**src/verilog/iq_pkg.sv**
```systemverilog
package iq_pkg;

	// default queue depth, the top level overrides it
	localparam int QUEUE_SIZE_DEF = 8;

	// physical register tag and opaque micro-op bits
	localparam int TAG_W = 6;
	localparam int PAYLOAD_W = 16;

	typedef logic [TAG_W-1:0] tag_t;
	typedef logic [PAYLOAD_W-1:0] payload_t;

	// one source operand only
	typedef struct packed {
		tag_t dst_tag;
		tag_t src_tag;
		logic src_ready;
		payload_t payload;
	} uop_t;

	// result broadcast marks the source ready on a tag match
	function automatic uop_t apply_wake(uop_t uop, logic wake, tag_t tag);
		uop_t res;
		res = uop;
		if (wake && (uop.src_tag == tag)) begin
			res.src_ready = 1'b1;
		end
		return res;
	endfunction

endpackage
```
**src/verilog/issue_top.sv**
```systemverilog
`timescale 1ns/1ns

module issue_top
	import iq_pkg::*;
#(
	parameter int QUEUE_SIZE = QUEUE_SIZE_DEF
) (
	input logic clk,
	input logic rst_i,
	input logic dispatch_i,
	input uop_t dispatch_uop_i,
	input logic wake_i,
	input tag_t wake_tag_i,
	output logic issue_valid_o,
	output uop_t issue_uop_o,
	output logic full_o
);

	localparam int AGE_W = $clog2(QUEUE_SIZE) + 1;

	// dispatch register to queue
	logic pend_valid;
	uop_t pend_uop;
	logic [AGE_W-1:0] pend_age;

	dispatch_stage #(
		.QUEUE_SIZE(QUEUE_SIZE)
	) dispatch_stage_inst (
		.clk(clk),
		.rst_i(rst_i),
		.dispatch_i(dispatch_i),
		.dispatch_uop_i(dispatch_uop_i),
		.wake_i(wake_i),
		.wake_tag_i(wake_tag_i),
		.pend_valid_o(pend_valid),
		.pend_uop_o(pend_uop),
		.pend_age_o(pend_age)
	);

	issue_queue #(
		.QUEUE_SIZE(QUEUE_SIZE)
	) issue_queue_inst (
		.clk(clk),
		.rst_i(rst_i),
		.pend_valid_i(pend_valid),
		.pend_uop_i(pend_uop),
		.pend_age_i(pend_age),
		.wake_i(wake_i),
		.wake_tag_i(wake_tag_i),
		.issue_valid_o(issue_valid_o),
		.issue_uop_o(issue_uop_o),
		.full_o(full_o)
	);

endmodule

```
**src/verilog/issue_queue.sv**
```systemverilog
`timescale 1ns/1ns

module issue_queue
	import iq_pkg::*;
#(
	parameter int QUEUE_SIZE = QUEUE_SIZE_DEF
) (
	input logic clk,
	input logic rst_i,
	input logic pend_valid_i,
	input uop_t pend_uop_i,
	input logic [$clog2(QUEUE_SIZE):0] pend_age_i,
	input logic wake_i,
	input tag_t wake_tag_i,
	output logic issue_valid_o,
	output uop_t issue_uop_o,
	output logic full_o
);

	localparam int IDX_W = $clog2(QUEUE_SIZE);
	localparam int AGE_W = IDX_W + 1;
	localparam int CNT_W = $clog2(QUEUE_SIZE + 1);

	typedef logic [IDX_W-1:0] idx_t;
	typedef logic [AGE_W-1:0] age_t;
	typedef logic [CNT_W-1:0] cnt_t;

	// entry contents, the valid bit lives apart
	typedef struct packed {
		uop_t uop;
		age_t age;
	} slot_t;

	logic [QUEUE_SIZE-1:0] valid_q;
	slot_t slot_q [QUEUE_SIZE];
	cnt_t count_q;

	idx_t alloc_idx;
	logic [QUEUE_SIZE-1:0] sel_en;
	age_t [QUEUE_SIZE-1:0] sel_age;
	logic sel_any;
	idx_t sel_idx;

	logic issue_valid_q;
	uop_t issue_uop_q;

	// lowest-numbered free slot
	always_comb begin
		alloc_idx = '0;
		for (int i = QUEUE_SIZE - 1; i >= 0; i--) begin
			if (!valid_q[i]) begin
				alloc_idx = idx_t'(i);
			end
		end
	end

	// candidates are valid entries with a ready source
	always_comb begin
		for (int i = 0; i < QUEUE_SIZE; i++) begin
			sel_en[i] = valid_q[i] & slot_q[i].uop.src_ready;
			sel_age[i] = slot_q[i].age;
		end
	end

	age_select #(
		.QUEUE_SIZE(QUEUE_SIZE),
		.AGE_W(AGE_W)
	) age_select_inst (
		.en_i(sel_en),
		.age_i(sel_age),
		.any_o(sel_any),
		.idx_o(sel_idx)
	);

	// issued slot is still valid here, so it is never the allocated one
	always_ff @(posedge clk or posedge rst_i) begin
		if (rst_i) begin
			valid_q <= '0;
		end else begin
			if (sel_any) begin
				valid_q[sel_idx] <= 1'b0;
			end
			if (pend_valid_i) begin
				valid_q[alloc_idx] <= 1'b1;
			end
		end
	end

	// write or wake each slot
	always_ff @(posedge clk) begin
		for (int i = 0; i < QUEUE_SIZE; i++) begin
			if (pend_valid_i && (alloc_idx == idx_t'(i))) begin
				slot_q[i].uop <= apply_wake(pend_uop_i, wake_i, wake_tag_i);
				slot_q[i].age <= pend_age_i;
			end else begin
				slot_q[i].uop <= apply_wake(slot_q[i].uop, wake_i, wake_tag_i);
			end
		end
	end

	always_ff @(posedge clk or posedge rst_i) begin
		if (rst_i) begin
			count_q <= '0;
		end else begin
			count_q <= count_q + cnt_t'(pend_valid_i) - cnt_t'(sel_any);
		end
	end

	// pending uop already claims a slot
	assign full_o = ({1'b0, count_q} + {{CNT_W{1'b0}}, pend_valid_i})
		>= (CNT_W + 1)'(QUEUE_SIZE);

	always_ff @(posedge clk or posedge rst_i) begin
		if (rst_i) begin
			issue_valid_q <= 1'b0;
		end else begin
			issue_valid_q <= sel_any;
		end
	end

	always_ff @(posedge clk) begin
		if (sel_any) begin
			issue_uop_q <= slot_q[sel_idx].uop;
		end
	end

	assign issue_valid_o = issue_valid_q;
	assign issue_uop_o = issue_uop_q;

endmodule

```
**src/verilog/age_select.sv**
```systemverilog
`timescale 1ns/1ns

module age_select
	import iq_pkg::*;
#(
	parameter int QUEUE_SIZE = QUEUE_SIZE_DEF,
	// age width stays that of the full queue down the tree
	parameter int AGE_W = $clog2(QUEUE_SIZE) + 1
) (
	input logic [QUEUE_SIZE-1:0] en_i,
	input logic [QUEUE_SIZE-1:0][AGE_W-1:0] age_i,
	output logic any_o,
	output logic [((QUEUE_SIZE > 1) ? $clog2(QUEUE_SIZE) : 1)-1:0] idx_o
);

	localparam int IDX_W = (QUEUE_SIZE > 1) ? $clog2(QUEUE_SIZE) : 1;

	generate
		if (QUEUE_SIZE == 1) begin : g_leaf
			assign any_o = en_i[0];
			assign idx_o = '0;
		end else begin : g_node
			localparam int LO = QUEUE_SIZE / 2;
			localparam int HI = QUEUE_SIZE - LO;
			localparam int LO_W = (LO > 1) ? $clog2(LO) : 1;
			localparam int HI_W = (HI > 1) ? $clog2(HI) : 1;

			logic lo_any;
			logic hi_any;
			logic [LO_W-1:0] lo_idx;
			logic [HI_W-1:0] hi_idx;
			logic [IDX_W-1:0] hi_pos;
			logic [AGE_W-1:0] lo_age;
			logic [AGE_W-1:0] hi_age;
			logic hi_older;
			logic pick_hi;

			age_select #(
				.QUEUE_SIZE(LO),
				.AGE_W(AGE_W)
			) lo_sel (
				.en_i(en_i[LO-1:0]),
				.age_i(age_i[LO-1:0]),
				.any_o(lo_any),
				.idx_o(lo_idx)
			);

			age_select #(
				.QUEUE_SIZE(HI),
				.AGE_W(AGE_W)
			) hi_sel (
				.en_i(en_i[QUEUE_SIZE-1:LO]),
				.age_i(age_i[QUEUE_SIZE-1:LO]),
				.any_o(hi_any),
				.idx_o(hi_idx)
			);

			// winner ages fetched back from the full array
			assign hi_pos = IDX_W'(LO) + IDX_W'(hi_idx);
			assign lo_age = age_i[lo_idx];
			assign hi_age = age_i[hi_pos];

			// smaller counter is older, flipped when the wrap bits differ
			assign hi_older = (hi_age[0] ^ lo_age[0]) ^
				(hi_age[AGE_W-1:1] < lo_age[AGE_W-1:1]);

			// disabled side always loses
			assign pick_hi = hi_any & (~lo_any | hi_older);
			assign any_o = lo_any | hi_any;
			assign idx_o = pick_hi ? hi_pos : IDX_W'(lo_idx);
		end
	endgenerate

endmodule

```
**src/verilog/dispatch_stage.sv**
```systemverilog
`timescale 1ns/1ns

module dispatch_stage
	import iq_pkg::*;
#(
	parameter int QUEUE_SIZE = QUEUE_SIZE_DEF
) (
	input logic clk,
	input logic rst_i,
	input logic dispatch_i,
	input uop_t dispatch_uop_i,
	input logic wake_i,
	input tag_t wake_tag_i,
	output logic pend_valid_o,
	output uop_t pend_uop_o,
	output logic [$clog2(QUEUE_SIZE):0] pend_age_o
);

	localparam int IDX_W = $clog2(QUEUE_SIZE);

	typedef logic [IDX_W-1:0] idx_t;
	// counter in the upper bits, wrap bit at bit 0
	typedef logic [IDX_W:0] age_t;

	idx_t age_cnt_q;
	logic age_wrap_q;
	logic pend_valid_q;
	uop_t pend_uop_q;
	age_t pend_age_q;

	// age counter wraps at QUEUE_SIZE and flips the wrap bit
	always_ff @(posedge clk or posedge rst_i) begin
		if (rst_i) begin
			age_cnt_q <= '0;
			age_wrap_q <= 1'b0;
		end else if (dispatch_i) begin
			if (age_cnt_q == idx_t'(QUEUE_SIZE - 1)) begin
				age_cnt_q <= '0;
				age_wrap_q <= ~age_wrap_q;
			end else begin
				age_cnt_q <= age_cnt_q + idx_t'(1);
			end
		end
	end

	always_ff @(posedge clk or posedge rst_i) begin
		if (rst_i) begin
			pend_valid_q <= 1'b0;
		end else begin
			pend_valid_q <= dispatch_i;
		end
	end

	// a broadcast in the dispatch cycle must not be lost
	always_ff @(posedge clk) begin
		if (dispatch_i) begin
			pend_uop_q <= apply_wake(dispatch_uop_i, wake_i, wake_tag_i);
			pend_age_q <= {age_cnt_q, age_wrap_q};
		end
	end

	assign pend_valid_o = pend_valid_q;
	assign pend_uop_o = pend_uop_q;
	assign pend_age_o = pend_age_q;

endmodule

```
**config.mk**
```make
export PLATFORM = sky130hd
export DESIGN_NAME = issue_top
export DESIGN_NICKNAME = d
export VERILOG_FILES = /design/src/verilog/iq_pkg.sv /design/src/verilog/issue_top.sv /design/src/verilog/issue_queue.sv /design/src/verilog/age_select.sv /design/src/verilog/dispatch_stage.sv
export SDC_FILE = /design/constraint.sdc
export NUM_CORES = 1
export LEC_CHECK = 0
export BUFFER_PORTS_ARGS = -buffer_cell sky130_fd_sc_hd__buf_4
export CAP_MARGIN = 10
export CORE_MARGIN = 2
export CORE_UTILIZATION = 66
export CTS_CLUSTER_SIZE = 10
export DETAILED_ROUTE_END_ITERATION = 8
export PLACE_DENSITY = 0.85
export SYNTH_ARGS = -nofsm -noshare
export SYNTH_HDL_FRONTEND = slang
export SYNTH_HIERARCHICAL = 1
export SYNTH_SLANG_ARGS = --single-unit
```
**constraint.sdc**
```tcl
create_clock -name clk -period 14.9 [get_ports clk]
set_input_delay 2.98 -clock clk [delete_from_list [all_inputs] [get_ports clk]]
set_output_delay 2.98 -clock clk [all_outputs]
set_load 0.02 [all_outputs]
```
==> metrics.cfg, run 1 <==
[clock_network]
clk-insertion-delay-late_ps = 530
postCtsSetupBuffers = 0
clkTransAtPathRegs_ps = 60
cts_tree = built
root_buffer = clkbuf_16
cts_inserted_buffers = 40
cts_sinks = 344
cts_resized = 0
clock_path_buffers = 3
cts_htree_levels = 2
ctsHoldBuffers = 0

[power]
pwr-share-clk_pct = 18.9
leakage_nw = 6.07
p_int_mw = 3.09
power_density_nw_per_um2 = 272
p_switching_mw = 1.59
switching_share_pct = 33.9
vdd_drop_max_mv = 0.302
total_power_mw = 4.67
power_frac_comb_pct = 50.6
p_seq_share_pct = 30.5

[synthesis]
synth_common_cells = edfxtp_1 (318), mux4_2 (57), xor2_1 (43)
synth_edf_count = 318
synth_top_area_share_pct = 62.0
synth_fp_nets = 925
yosysWarnings = 6
synth_cell_types = 61
async_flop_share_pct = 5.23
synth_area_leaders = edfxtp_1 (62%), mux4_2 (8.3%), dfrtp_1 (2.9%)
synth_area_leader_cell = edfxtp_1
synth_cells = 861
synth_seq_cells = 344
avgSynthCellArea_um2 = 17.9
ys_seq_area_share_pct = 66.0
netlist_area_um2 = 15400
synthFlopType = edfxtp_1
synthMostInstantiatedCell = edfxtp_1

[timing]
slew_headroom_pct = 19.1
fin_crit_ps = 8150
setup_viol = 0
hold_viol_final = 0
rsz0062_at_grt = false
final.setup.tns_ps = 0
tightest_slew_ps = 1210
slew_viol_final = 0
skew_ps = 13.5
max_freq_ghz = 0.123
fin_crit_sh_pct = 54.7

[layout]
area_growth_pct = 11.7
fin_cells = 1272
layout-drive-gt1-share_pct = 28.4
diodes = 0
finish.net_count = 991
finish.instance_area_um2 = 17200
postLayoutCoreUtil_pct = 75.5

[floorplan]
die_x_um = 157
ioPinCount = 70
fp-row-count = 55
start_util_pct = 67.6
coreArea_um2 = 22800
die_area_um2 = 24600
dieHeight_um = 157

[outcome]
status = finished clean

[critical_path]
crit_required_ps = 15180
max_stage_delay_ps = 850
cp-end-kind = flip-flop
crit_chain = mux2_2, ha_1, nand2_1, o31ai_2, xnor2_1, o21ai_1, o211ai_1, mux2_2, ha_1, a21o_1, or2_4, xnor2_1, a21boi_0, mux4_2, ha_1, a21oi_1, o21ai_4, xnor2_1, a21boi_4, buf_4, mux4_2, mux2_4
startpoint_type = flip-flop
crit_arrival_ps = 8430
cpMaxStageDelayCell = a21boi_4
path_max_fanout = 41
path_class = reg2reg

[job]
maxCapViolCount = 0

[hold_path]
min_path_type = reg2reg

[placement]
placed_area_um2 = 16000
hpwlAfterDp_um = 18500
gp_congestion = 0.830
dp_cells = 1198
numPortBuffers = 69

[detailed_routing]
dr.pass1.iters = 5
ant_nets = 0
vias = 8087
avgRoutedWirePerCell_um = 25.1
wl_um = 31900
drc = 0
vias_per_cell = 6.36
drtIter0Drc = 731

[global_routing]
first_global_vias = 8355
antenna_found_initial = 0
grtUsageTotal_pct = 27.2
grt_max_degree = 42
grt_first_pass_wirelength_um = 48800
overflow = 0

-- logic make-up after synthesis --
kind of cell | Yosys count | synth area share, %
AOI/OAI and AO/OA | 55 | 2.73
xor gates and xnor gates | 81 | 4.82
adders and majority gates | 25 | 2.08
buffers and inverters | 77 | 3.34
DFF | 344 | 66.0
muxes | 136 | 15.7
other | 8 | 0.195
and+or+nand+nor | 135 | 5.17
-- layout make-up --
cell class | instances | area (µm²)
multi-input combinational | 440 | 4790
timing repair buffer | 81 | 608
sequential | 344 | 10200
fill | 1199 | 5570
inverter | 20 | 75.1
clock inverter | 3 | 47.5
tap | 313 | 392
clock buffer | 71 | 1140
-- cell usage in the layout (no fill, tap or decap), types with 5 or more instances in the layout --
cell / Yosys / routed
a21o_1: 7 / 7
a22oi_1: 6 / 6
nor2_1: 21 / 18
mux2i_1: 18 / 18
o21ai_0: 7 / 7
xor2_1: 43 / 43
nand2b_1: 5 / 5
dfxtp_1: 8 / 8
nand4_1: 9 / 9
nand2_1: 25 / 25
nor3_1: 8 / 6
xnor2_1: 35 / 35
mux4_1: 9 / 9
buf_4: 19 / 81
o21ai_1: 5 / 5
mux4_2: 57 / 57
or4_1: 8 / 6
nand3_1: 11 / 11
conb_1: 8 / 8
dfrtp_1: 18 / 18
or2_2: 7 / 7
clkbuf_16: 0 / 40
a21oi_1: 9 / 9
and2_1: 9 / 8
inv_1: 20 / 20
ha_1: 24 / 24
mux2_4: 28 / 28
edfxtp_1: 318 / 318
clkbuf_1: 5 / 29
mux2_2: 20 / 20
-- power groups by stage --
stage / combinational, mW / sequential, mW / clock (mW)
3_3_place_gp: 2.27 / 1.43 / 0
4_1_cts: 2.38 / 1.42 / 0.897
5_1_grt: 2.52 / 1.44 / 0.931
6_report: 2.37 / 1.43 / 0.882
2_1_floorplan: 1.98 / 1.46 / 0
3_5_place_dp: 2.34 / 1.44 / 0
-- through the flow --
stage                     worst slack (ps)  hold WS (ps)
after floorplan                       8480           440
after global placement                7160           454
after detailed placement              6910           464
after CTS                             6840           476
after global routing                  6440           483
final                                 6750           470
-- registers in the layout (all words and copies together) (netlist names), 3 cells and up --
signal,flops
dispatch_stage_inst/age_cnt_q,3
dispatch_stage_inst/pend_age_o,4
dispatch_stage_inst/pend_uop_o,29
issue_queue_inst/count_q,4
issue_queue_inst/issue_uop_o,29
issue_queue_inst/slot_q,264
issue_queue_inst/valid_q,8
-- metal layers --
metal | vias up | wire, µm | track usage (%)
li1 | 3464 | - | -
met1 | 4083 | 12100 | 36.2
met2 | 450 | 16100 | 44.7
met3 | 90 | 2410 | 4.35
met4 | 0 | 1290 | 12.5
met5 | - | 0 | 0
-- worst paths after layout --
kind,cells after the start,slack [ps],start,end
min,0,470,dispatch_stage_inst/age_cnt_q[2],dispatch_stage_inst/pend_age_o[3]
max,22,6750,issue_queue_inst/slot_q[7][2],issue_queue_inst/issue_uop_o[16]
min reg2reg,0,470,dispatch_stage_inst/age_cnt_q[2],dispatch_stage_inst/pend_age_o[3]
min in group asynchronous,2,2350,rst_i,dispatch_stage_inst/age_wrap_q
max reg2reg,22,6750,issue_queue_inst/slot_q[7][2],issue_queue_inst/issue_uop_o[16]
max in group asynchronous,2,12020,rst_i,issue_queue_inst/valid_q[0]
-- critical path: cells and delay by family, from the launching register on --
family / cells / cell delay (ps)
compound gates: 8 / 2990
mux: 5 / 2040
fa+ha+maj: 3 / 930
xor+xnor: 3 / 470
simple gates: 2 / 310
buf+inv: 1 / 630
flops: 1 / 440
Note: power is estimated with default switching activity, not from simulation.
==> run 2: changes to the inputs <==
- CORE_UTILIZATION: 66 -> 62
- PLACE_DENSITY: 0.85 -> 0.8
- clock period: 14.9 -> 8.3 ns (I/O delays scaled with it)
==> run 2 against run 1 <==
Net effect: clock power rose by 75%; fmax rose by 6.4%; clock skew rose by 5.2 ps; register-to-register slack got worse by 6100 ps; sequential power rose by 79%; total power rose by 80%; routed wire length fell by 3.6%; worst hold slack improved by 5.8 ps; via count fell by 3.0%; first-iteration DRC count rose by 0.96%; critical endpoint is now issue_queue_inst/issue_uop_o[4]; largest cell class unchanged.
==> metrics.cfg, run 2 (synthesis results as in run 1) <==
[global_routing]
overflow = 0
grt_first_pass_wirelength_um = 47200
grtUsageTotal_pct = 24.4
antenna_found_initial = 0
grt_max_degree = 39
first_global_vias = 8248

[placement]
hpwlAfterDp_um = 17800
numPortBuffers = 69
placed_area_um2 = 16100
gp_congestion = 0.819
pre_cts_ws_ps = 799

[floorplan]
dieHeight_um = 162
coreArea_um2 = 24400
fp-row-count = 57
ioPinCount = 70
start_util_pct = 63.2
die_area_um2 = 26100
die_x_um = 162

[timing]
max_freq_ghz = 0.131
skew_ps = 18.7
slew_viol_final = 0
tightest_slew_ps = 1170
rsz0062_at_grt = false
hold_viol_final = 0
final.setup.tns_ps = 0
finalWorstSetupSlack_ps = 642
fin_crit_ps = 7660
fin_crit_sh_pct = 92.3
setup_viol = 0
slew_headroom_pct = 22.0

[critical_path]
startpoint_type = flip-flop
cp-end-kind = flip-flop
crit_arrival_ps = 7940
crit_required_ps = 8580
r2r_slack_ps = 640
path_max_fanout = 28
path_class = reg2reg

[job]
maxCapViolCount = 0

[detailed_routing]
drtIter0Drc = 738
vias_per_cell = 6.19
drc = 0
wl_um = 30800
dr.pass1.iters = 5
vias = 7845
avgRoutedWirePerCell_um = 24.3
ant_nets = 0

[clock_network]
root_buffer = clkbuf_16
clkTransAtPathRegs_ps = 60
cts_htree_levels = 2
cts_inserted_buffers = 40
postCtsSetupBuffers = 0
cts_resized = 0
clk-insertion-delay-late_ps = 540
cts_sinks = 344
clock_path_buffers = 3
ctsHoldBuffers = 0
cts_tree = built

[layout]
diodes = 0
finish.net_count = 995
layout-drive-gt1-share_pct = 29.1
finish.instance_area_um2 = 17200
largest_reg_flops = 264
final_cell_mix = edfxtp_1 (318), buf_4 (83), mux4_2 (57)
layout_commonest_cell = edfxtp_1
largest-register = issue_queue_inst/slot_q
area_growth_pct = 11.8

[outcome]
status = finished clean

[power]
total_power_mw = 8.43
vdd_drop_max_mv = 0.516
power_density_nw_per_um2 = 489
leakage_nw = 6.08

[hold_path]
min_path_type = reg2reg

-- run 2: changes by cell type in the layout (fill, tap and decap cells not counted), sizes merged --
cell and change:
clkbuf -19, clkinv +1, buf +4, inv -1
-- run 2: metrics by stage --
stage | util [%] | cells | hold slack [ps]
finish | 70.6 | 1268 | 476
floorplan | - | 861 | 440
global route | 70.6 | 1268 | 500
global placement | 66.0 | 1213 | 451
detailed placement | 66.0 | 1213 | 456
CTS | 70.6 | 1268 | 475
-- run 2: report_power, final --
group | leakage, nW | internal, mW | switching, mW
clock | 0.546 | 0.900 | 0.636
combinational | 2.31 | 2.34 | 2.00
sequential | 3.23 | 2.38 | 0.177
total | 6.08 | 5.62 | 2.81
-- run 2: area by class of cell --
class | instances | area, µm²
flip-flops and latches | 344 | 10200
fillers | 1470 | 7170
multi-input cells | 440 | 4790
clock buffers | 52 | 1070
repair buffers | 85 | 663
well taps | 324 | 405
inverters | 20 | 75.1
clock inverters | 3 | 66.3
-- run 2: layer usage --
metal / share of wire, % / routed length [µm] / vias up / track usage, %
li1: - / - / 3460 / -
met1: 39 / 12100 / 3997 / 32.6
met2: 52 / 15900 / 325 / 41.6
met3: 6.4 / 1980 / 63 / 3.72
met4: 2.4 / 748 / 0 / 8.69
met5: 0 / 0 / - / 0
-- run 2: path summary, 6_finish.rpt --
kind	depth (start not counted)	endpoint	start
worst min-delay path	1	dispatch_stage_inst/age_wrap_q	dispatch_stage_inst/age_wrap_q
worst max register to register	22	issue_queue_inst/issue_uop_o[4]	issue_queue_inst/slot_q[7][3]
min in group asynchronous	2	dispatch_stage_inst/age_cnt_q[0]	rst_i
worst max-delay path	22	issue_queue_inst/issue_uop_o[4]	issue_queue_inst/slot_q[7][3]
max in group asynchronous	2	issue_queue_inst/valid_q[6]	rst_i
worst min register to register	1	dispatch_stage_inst/age_wrap_q	dispatch_stage_inst/age_wrap_q
-- run 2: worst max-delay path, cell delays in order (launching register included) --
cell,delay (ps)
edfxtp_1,430
mux2_2,300
ha_1,320
nand2_1,80
o31ai_2,300
xnor2_1,180
o21ai_1,80
o211ai_1,390
mux2_2,420
ha_1,310
a21o_1,190
or2_4,250
xnor2_1,130
a21boi_0,790
mux4_2,420
ha_1,320
a21oi_1,250
o21ai_4,140
nor3b_1,160
or4_4,830
buf_4,310
mux4_1,490
mux2_4,290
==> run 3: changes to the inputs <==
- GPL_TIMING_DRIVEN: not set -> 0
==> run 3 against run 2 <==
Net effect: register-to-register slack improved by 490 ps; sequential power barely moved; non-clock buffer count rose by 57; via count rose by 1.7%; worst hold slack improved by 5.3 ps; critical path depth rose by 4.
==> metrics.cfg, run 3 (synthesis results as in run 1) <==
[clock_network]
postCtsSetupBuffers = 0
cts_resized = 0
cts_sinks = 344
cts_htree_levels = 2
cts_tree = built
clk-insertion-delay-late_ps = 530
cts_inserted_buffers = 40
clock_path_buffers = 3
ctsHoldBuffers = 0
root_buffer = clkbuf_16
clkTransAtPathRegs_ps = 50

[outcome]
status = finished clean

[timing]
slew_headroom_pct = 26.5
setup_viol = 0
rsz0062_at_grt = false
tightest_slew_ps = 1100
final.setup.tns_ps = 0
max_freq_ghz = 0.139
slew_viol_final = 0
fin_crit_ps = 7170
hold_viol_final = 0
fin_crit_sh_pct = 86.4
skew_ps = 12.4

[detailed_routing]
ant_nets = 0
wl_um = 31000
avgRoutedWirePerCell_um = 23.4
vias_per_cell = 6.02
dr.pass1.iters = 5
vias = 7975
drtIter0Drc = 691
drc = 0

[global_routing]
antenna_found_initial = 0
grt_max_degree = 39
grt_first_pass_wirelength_um = 47300
grtUsageTotal_pct = 24.4
first_global_vias = 8230
overflow = 0

[layout]
postLayoutCoreUtil_pct = 72.7
layout-drive-gt1-share_pct = 32.4
finish.instance_area_um2 = 17700
largest_reg_flops = 264
diodes = 0
layout_commonest_cell = edfxtp_1
area_growth_pct = 15.2
largest-register = issue_queue_inst/slot_q
finish.net_count = 1052
final_cell_mix = edfxtp_1 (318), buf_4 (90), mux4_2 (57)
fin_cells = 1325

[critical_path]
path_class = reg2reg
startpoint_type = flip-flop
crit_arrival_ps = 7440
cpMaxStageDelayCell = or4_1
cp.buffers_inverters = 5
max_stage_delay_ps = 670
path_max_fanout = 10
crit_family = multiplexers
cp-end-kind = flip-flop
crit_required_ps = 8570
cp_common_cell = ha_1

[power]
p_switching_mw = 2.97
total_power_mw = 8.77
p_seq_share_pct = 29.0
power_frac_comb_pct = 53.5
switching_share_pct = 33.9
power_density_nw_per_um2 = 494
leakage_nw = 6.38
pwr-share-clk_pct = 17.5
vdd_drop_max_mv = 0.389
p_int_mw = 5.80

[placement]
numPortBuffers = 69
placed_area_um2 = 16600
gp_congestion = 0.795
dp_cells = 1270
hpwlAfterDp_um = 19700

[floorplan]
die_area_um2 = 26100
ioPinCount = 70
coreArea_um2 = 24400
start_util_pct = 63.2
dieHeight_um = 162
die_x_um = 162
fp-row-count = 57

[hold_path]
min_path_type = reg2reg

[job]
maxCapViolCount = 0

## run 3: cell type report
cell class              instances  area, µm²
plain buffers                  57        439
clock buffers                  52       1080
clock inverters                 3       50.0
fillers                      1458       6650
inverters                      20       75.1
multi-input cells             440       4770
flip-flops and latches        344      10200
well taps                     324        405
repair buffers                 85        761
## run 3: power groups by stage
stage	combinational, mW	sequential, mW	clock, mW
5_1_grt	5.00	2.57	1.62
2_1_floorplan	3.56	2.62	0
4_1_cts	4.73	2.55	1.56
3_3_place_gp	4.55	2.57	0
6_report	4.69	2.55	1.53
3_5_place_dp	4.66	2.58	0
## run 3: worst paths after layout
check | start | end | slack, ps | cells past startpoint
min reg2reg | dispatch_stage_inst/age_cnt_q[1] | dispatch_stage_inst/pend_age_o[2] | 480 | 0
max in group asynchronous | rst_i | issue_queue_inst/valid_q[0] | 6770 | 2
min in group asynchronous | rst_i | dispatch_stage_inst/age_wrap_q | 1040 | 2
max | issue_queue_inst/slot_q[7][3] | issue_queue_inst/issue_uop_o[20] | 1130 | 26
max reg2reg | issue_queue_inst/slot_q[7][3] | issue_queue_inst/issue_uop_o[20] | 1130 | 26
min | dispatch_stage_inst/age_cnt_q[1] | dispatch_stage_inst/pend_age_o[2] | 480 | 0
## run 3: metrics by stage
stage               hold slack, ps  setup WS, ps
CTS                            482          1170
finish                         481          1130
floorplan                      440          1880
global placement               454          1320
detailed placement             464          1210
global route                   496           831
## run 3: metal layers
layer	vias to the layer above	GRT usage, %	part of all wire [%]
met5	-	0	0
met4	0	6.96	2.2
met3	53	3.65	6.4
met2	289	41.9	52
met1	4049	33.2	40
li1	3584	-	-
